### src/logic/ddr_read_pkg.sv
`default_nettype none

package ddr_read_pkg;

    // upstream side
    typedef logic [27:0]  word_addr_t;   // address in 32-bit words
    typedef logic [7:0]   beat_len_t;    // beats minus one
    typedef logic [3:0]   bus_id_t;
    typedef logic [31:0]  bus_data_t;
    typedef logic [1:0]   bus_resp_t;

    // DDR side
    typedef logic [3:0]   burst_len_t;   // wide words minus one
    typedef logic [255:0] ddr_data_t;    // 8 lanes, lane 0 in the low bits

    // one wide burst at most, fixed by the 4-bit length field
    localparam int unsigned DDR_BURST_MAX = 16;

    typedef enum logic [2:0] {
        idle,
        wait_data,
        trans_addr,
        trans_data,
        flush
    } read_state_t;

endpackage

`default_nettype wire

### src/logic/ddr_read_ctrl.sv
`timescale 1ns/10ps
`default_nettype none

module ddr_read_ctrl (
    input  wire                           clk,
    input  wire                           rstn,

    // upstream address channel
    input  wire ddr_read_pkg::bus_id_t    rd_addr_id,
    input  wire ddr_read_pkg::word_addr_t rd_addr,
    input  wire ddr_read_pkg::beat_len_t  rd_addr_len,
    input  wire                           rd_addr_valid,
    output logic                          rd_addr_ready,

    // upstream data channel
    output ddr_read_pkg::bus_id_t         rd_back_id,
    output ddr_read_pkg::bus_data_t       rd_data,
    output ddr_read_pkg::bus_resp_t       rd_data_resp,
    output logic                          rd_data_last,
    output logic                          rd_data_valid,
    input  wire                           rd_data_ready,

    // DDR address channel
    output ddr_read_pkg::word_addr_t      ddr_addr,
    output ddr_read_pkg::burst_len_t      ddr_len,
    output ddr_read_pkg::bus_id_t         ddr_id,
    output logic                          ddr_addr_valid,
    input  wire                           ddr_addr_ready,

    // DDR data channel, only the framing is needed here
    input  wire                           ddr_data_last,
    input  wire                           ddr_data_valid,

    // FIFO side
    input  wire ddr_read_pkg::bus_data_t  fifo_data,
    input  wire                           fifo_empty,
    input  wire                           fifo_room,
    output logic                          fifo_flush,
    output logic                          fifo_pop
);
    import ddr_read_pkg::*;

    read_state_t state;
    read_state_t state_next;

    word_addr_t  base_addr;    // next burst address, wide aligned
    bus_id_t     id_q;
    logic [5:0]  wide_left;    // wide words still to request, minus one
    logic        done;         // all bursts of the request issued
    logic [2:0]  discard_cnt;  // leading lanes to drop
    beat_len_t   beat_cnt;     // beats still to hand back, minus one

    logic        req_accept;
    logic        burst_accept;
    logic        last_burst;
    logic        busy;
    logic        discarding;
    logic        beat_xfer;
    logic [5:0]  end_wide;
    logic [5:0]  burst_words;

    assign req_accept   = rd_addr_valid && rd_addr_ready;
    assign burst_accept = ddr_addr_valid && ddr_addr_ready;

    // wide index of the last needed word, modulo 64 is enough for a 33 word span
    assign end_wide = 6'((rd_addr[8:0] + {1'b0, rd_addr_len}) >> 3);

    assign last_burst  = (wide_left <= 6'(DDR_BURST_MAX - 1));
    assign burst_words = {2'b00, ddr_len} + 6'd1;

    assign busy       = (state == wait_data) || (state == trans_addr) || (state == trans_data);
    assign discarding = busy && (discard_cnt != '0);
    assign beat_xfer  = rd_data_valid && rd_data_ready;

    always_comb begin
        state_next = state;
        case (state)
            idle: begin
                if (req_accept) begin
                    state_next = wait_data;
                end
            end
            wait_data: begin
                if (beat_xfer && rd_data_last) begin
                    state_next = flush;
                end else if (fifo_room && !done) begin
                    state_next = trans_addr;
                end
            end
            trans_addr: begin
                if (burst_accept) begin
                    state_next = trans_data;
                end
            end
            trans_data: begin
                if (ddr_data_valid && ddr_data_last) begin
                    state_next = wait_data;
                end
            end
            flush: begin
                state_next = idle;   // leftover lanes cleared here
            end
            default: begin
                state_next = idle;
            end
        endcase
    end

    always_ff @(posedge clk) begin
        if (!rstn) begin
            state <= idle;
        end else begin
            state <= state_next;
        end
    end

    always_ff @(posedge clk) begin
        if (req_accept) begin
            base_addr <= {rd_addr[27:3], 3'b000};
            id_q      <= rd_addr_id;
        end else if (burst_accept && !last_burst) begin
            base_addr <= base_addr + word_addr_t'({burst_words, 3'b000});
        end
    end

    // burst splitting
    always_ff @(posedge clk) begin
        if (!rstn) begin
            wide_left <= '0;
            done      <= 1'b0;
        end else if (req_accept) begin
            wide_left <= end_wide - rd_addr[8:3];
            done      <= 1'b0;
        end else if (burst_accept) begin
            if (last_burst) begin
                done <= 1'b1;
            end else begin
                wide_left <= wide_left - burst_words;
            end
        end
    end

    always_ff @(posedge clk) begin
        if (!rstn) begin
            discard_cnt <= '0;
        end else if (req_accept) begin
            discard_cnt <= rd_addr[2:0];
        end else if (discarding && fifo_pop) begin
            discard_cnt <= discard_cnt - 1'b1;
        end
    end

    always_ff @(posedge clk) begin
        if (!rstn) begin
            beat_cnt <= '0;
        end else if (req_accept) begin
            beat_cnt <= rd_addr_len;
        end else if (beat_xfer && (beat_cnt != '0)) begin
            beat_cnt <= beat_cnt - 1'b1;
        end
    end

    assign rd_addr_ready  = (state == idle);

    assign ddr_addr       = base_addr;
    assign ddr_len        = last_burst ? wide_left[3:0] : burst_len_t'(DDR_BURST_MAX - 1);
    assign ddr_id         = id_q;
    assign ddr_addr_valid = (state == trans_addr);

    // data goes out only once the leading lanes are gone
    assign rd_data_valid  = busy && (discard_cnt == '0) && !fifo_empty;
    assign rd_data_last   = rd_data_valid && (beat_cnt == '0);
    assign rd_data        = fifo_data;
    assign rd_back_id     = id_q;   // DDR returns in order
    assign rd_data_resp   = '0;     // always okay

    assign fifo_pop       = !fifo_empty && (discarding || beat_xfer);
    assign fifo_flush     = (state == flush);

endmodule

`default_nettype wire

### config.mk
export PLATFORM = sky130hd
export DESIGN_NAME = ddr_read_ctrl
export DESIGN_NICKNAME = d
export VERILOG_FILES = /design/src/logic/ddr_read_pkg.sv /design/src/logic/ddr_read_ctrl.sv
export SDC_FILE = /design/constraint.sdc
export NUM_CORES = 1
export LEC_CHECK = 0
export BUFFER_PORTS_ARGS = -buffer_cell sky130_fd_sc_hd__buf_2
export CORE_UTILIZATION = 53
export DETAILED_ROUTE_END_ITERATION = 16
export GPL_TIMING_DRIVEN = 0
export PLACE_DENSITY = 0.87
export SLEW_MARGIN = 10
export SYNTH_ARGS = -nofsm -noshare
export SYNTH_HDL_FRONTEND = slang
export SYNTH_SLANG_ARGS = --single-unit
### constraint.sdc
create_clock -name clk -period 4.69 [get_ports clk]
set_input_delay 0.938 -clock clk [delete_from_list [all_inputs] [get_ports clk]]
set_output_delay 0.938 -clock clk [all_outputs]
set_load 0.01 [all_outputs]
==> results.cfg <==
[grt]
gr-total-overflow = 0
grt_use_total_pct = 24.04
grt_pass1_vias = 3213
grt_max_degree = 27
grtUsageMet1_pct = 29.17
grt_use_met2_pct = 43.88
grt_busiest_layer = met2
grt_pass1_wl_um = 14400
grt_use_met3_pct = 3.619
antenna_found_initial = 0

[clocking]
clk_path_buf_depth = 2
clkTransAtPathRegs_ns = 0.09
root_buffer = clkbuf_8
cts_hold_buf = 0
cts_resized = 0
post-cts-setup-buffers = 0
insertion_delay_ns = 0.31
numCtsBuffers = 5
cts_tree = done
cts.sink_count = 50
cts_max_level = 2

[outcome]
status = completed

[yosys]
synth_cell_types = 58
synthArstFlopShare_pct = 0
yosysWarnings = 0
synth_ff_type = edfxtp_1
yosys_register_bits = 50
synth_edf_count = 29
synthesis.area_um2 = 3812
synth.avg_cell_area_um2 = 8.928
ys_seq_area_share_pct = 33.87
netlist_instances = 427

[worst_setup_path]
cp_max_fo = 10
cp-start-kind = flop
reg2reg_slack_ns = 1.10
crit_type = reg -> reg
crit_arrival_ns = 3.63
reg2reg_from = wide_left[4]
endpoint_kind = flop
critPathRequiredTime_ns = 4.73
reg2reg_depth = 12
r2r-end = ddr_addr[15]

[detailed_routing]
drt_iter0_markers = 227
via_per_inst = 5.334
drc = 0
drtAntennaViolNets = 0
drt_wl_total_um = 8824
wire_per_inst_um = 13.41
dr.pass1.iters = 4
vias = 3510

[floorplanning]
core-area_um2 = 6869
die-height_um = 86.81
rows = 30
floorplan.initialDensity_pct = 55.50
pin_count = 161
die_area_um2 = 7536
fp.dieW_um = 86.81

[placed_design]
port-buffer-count = 123
dpl.hpwl_um = 7157
place_congestion = 0.8679
place_area_um2 = 4563

[sta]
post-route-min-period_ns = 3.589
relSlewSlack_pct = 23.85
tightest_slew_ns = 1.139
finalCritPeriodShare_pct = 76.51
max_clock_freq_mhz = 278.7
drv_slew = 0
setup_tns_ns = 0
hold_viol_final = 0
setup_viol = 0
rsz0062_at_grt = false
finClkSkew_ns = 0.01052

[pwr]
ir_drop_mv = 0.1645
p_switching_uw = 754.5
switching_share_pct = 41.04
comb_power_share_pct = 51.1
clock_power_share_pct = 13.8
p_int_uw = 1084
power.density_nw_per_um2 = 395.4
p_seq_share_pct = 35.1
leakagePower_uw = 0.002084

[run]
max_cap_viol_count = 0

[final_layout]
area_growth_pct = 21.96
fillers = 565
final_cell_mix = 125 x buf_2, 42 x nand2_1, 41 x buf_4, 33 x xnor2_1, 30 x nor2_1
design_area_um2 = 4649
nets = 669
final_common_cell = buf_2
drive_gt1_share_pct = 33.45
diodes = 0

[min_path]
min_to = done
holdPathStages = 2
min_from = done
min_path_type = reg -> reg
-- power by group through the flow --
stage	Combinational, uW	Sequential [uW]	Clock [uW]
floorplan	656	663	0
global placement	887	649	0
detailed placement	926	654	0
CTS	934	644	258
global route	1040	658	277
finish	939	645	254
-- how the worst max path moves through the flow --
stage | depth (start not counted) | start | end
global placement | 14 | rd_addr[3] | wide_left[5]
global route | 12 | wide_left[4] | ddr_addr[19]
floorplan | 13 | rd_addr[3] | wide_left[5]
detailed placement | 14 | rd_addr[3] | wide_left[5]
finish | 12 | wide_left[4] | ddr_addr[15]
CTS | 11 | wide_left[4] | ddr_addr[17]
-- metrics by stage --
stage	cells	hold slack [ns]	util [%]	setup slack, ns	total power (uW)
3_5_place_dp	650	0.4522	66.43	1.004	1580
4_1_cts	658	0.4794	67.69	1.077	1835
2_1_floorplan	431	0.4280	-	1.527	1319
5_1_grt	658	0.5577	67.69	0.7669	1978
6_report	658	0.4898	67.69	1.101	1838
3_3_place_gp	650	0.4525	66.43	1.117	1537
-- flip-flops by register name, indices dropped and copies added, names as in the netlist --
| name | flops |
|---|---|
| ddr_id | 4 |
| ddr_addr | 25 |
| state | 3 |
| done | 1 |
| wide_left | 6 |
| beat_cnt | 8 |
| discard_cnt | 3 |
-- synth_stat cells, drive strengths merged (2+ instances only) --
master	count	share of area, %
inv	22	2.2
clkbuf	8	0.79
nor4b	4	2.1
nor4	6	1.4
a21oi	24	3.2
o22ai	2	0.33
or3	4	0.66
edfxtp	29	23
ha	25	8.2
xnor2	33	7.6
nand2b	5	0.82
fa	2	1.1
nand2	42	4.1
a211oi	14	2.8
dfxtp	21	11
a21o	5	0.98
and3	3	0.62
o21a	2	0.39
xor2	7	1.6
nand3	11	1.4
buf	46	8.8
nand4	2	0.72
nor3b	4	0.79
nor2b	5	0.82
mux2i	3	0.79
o21bai	2	0.39
nor2	30	3.0
o21ai	34	4.7
nor3	13	1.7
-- critical path: stages (launching register included) --
cell and delay [ns]:
dfxtp_1 0.39, or2_2 0.37, nor2_1 0.19, inv_1 0.09
ha_1 0.21, xor2_1 0.25, ha_1 0.34, a211oi_1 0.32
nor2_1 0.09, nor2_1 0.66, nor2_1 0.11, xnor2_1 0.19
o21ai_0 0.10
-- kinds of logic (layout without fill, tap and decap cells) --
kind of cell	count (synthesis)	in the layout	synth area share, %
other cells	1	5	0.09836
fa+ha+maj	27	27	9.255
buf+inv	76	207	11.78
xor+xnor	40	40	9.189
compound gates	94	94	15.16
flops	50	50	33.87
mux	3	3	0.7877
simple gates	136	136	19.86
-- layout make-up --
| type | instances | area, um^2 | area share (%) |
|---|---|---|---|
| buffer | 54 | 366.6 | 7.885 |
| multi-input combinational | 305 | 2087 | 44.89 |
| timing repair buffer | 123 | 615.6 | 13.24 |
| clock inverter | 2 | 13.76 | 0.2960 |
| inverter | 22 | 82.58 | 1.776 |
| clock buffer | 6 | 72.57 | 1.561 |
| tap | 96 | 120.1 | 2.583 |
| sequential | 50 | 1291 | 27.77 |
-- per-layer routing --
metal | up-vias | part of all wire [%]
met1 | 1591 | 42
li1 | 1737 | -
met5 | - | 0
met3 | 15 | 6.8
met2 | 167 | 50
met4 | 0 | 1.3
(Power assumes the default switching activity.)
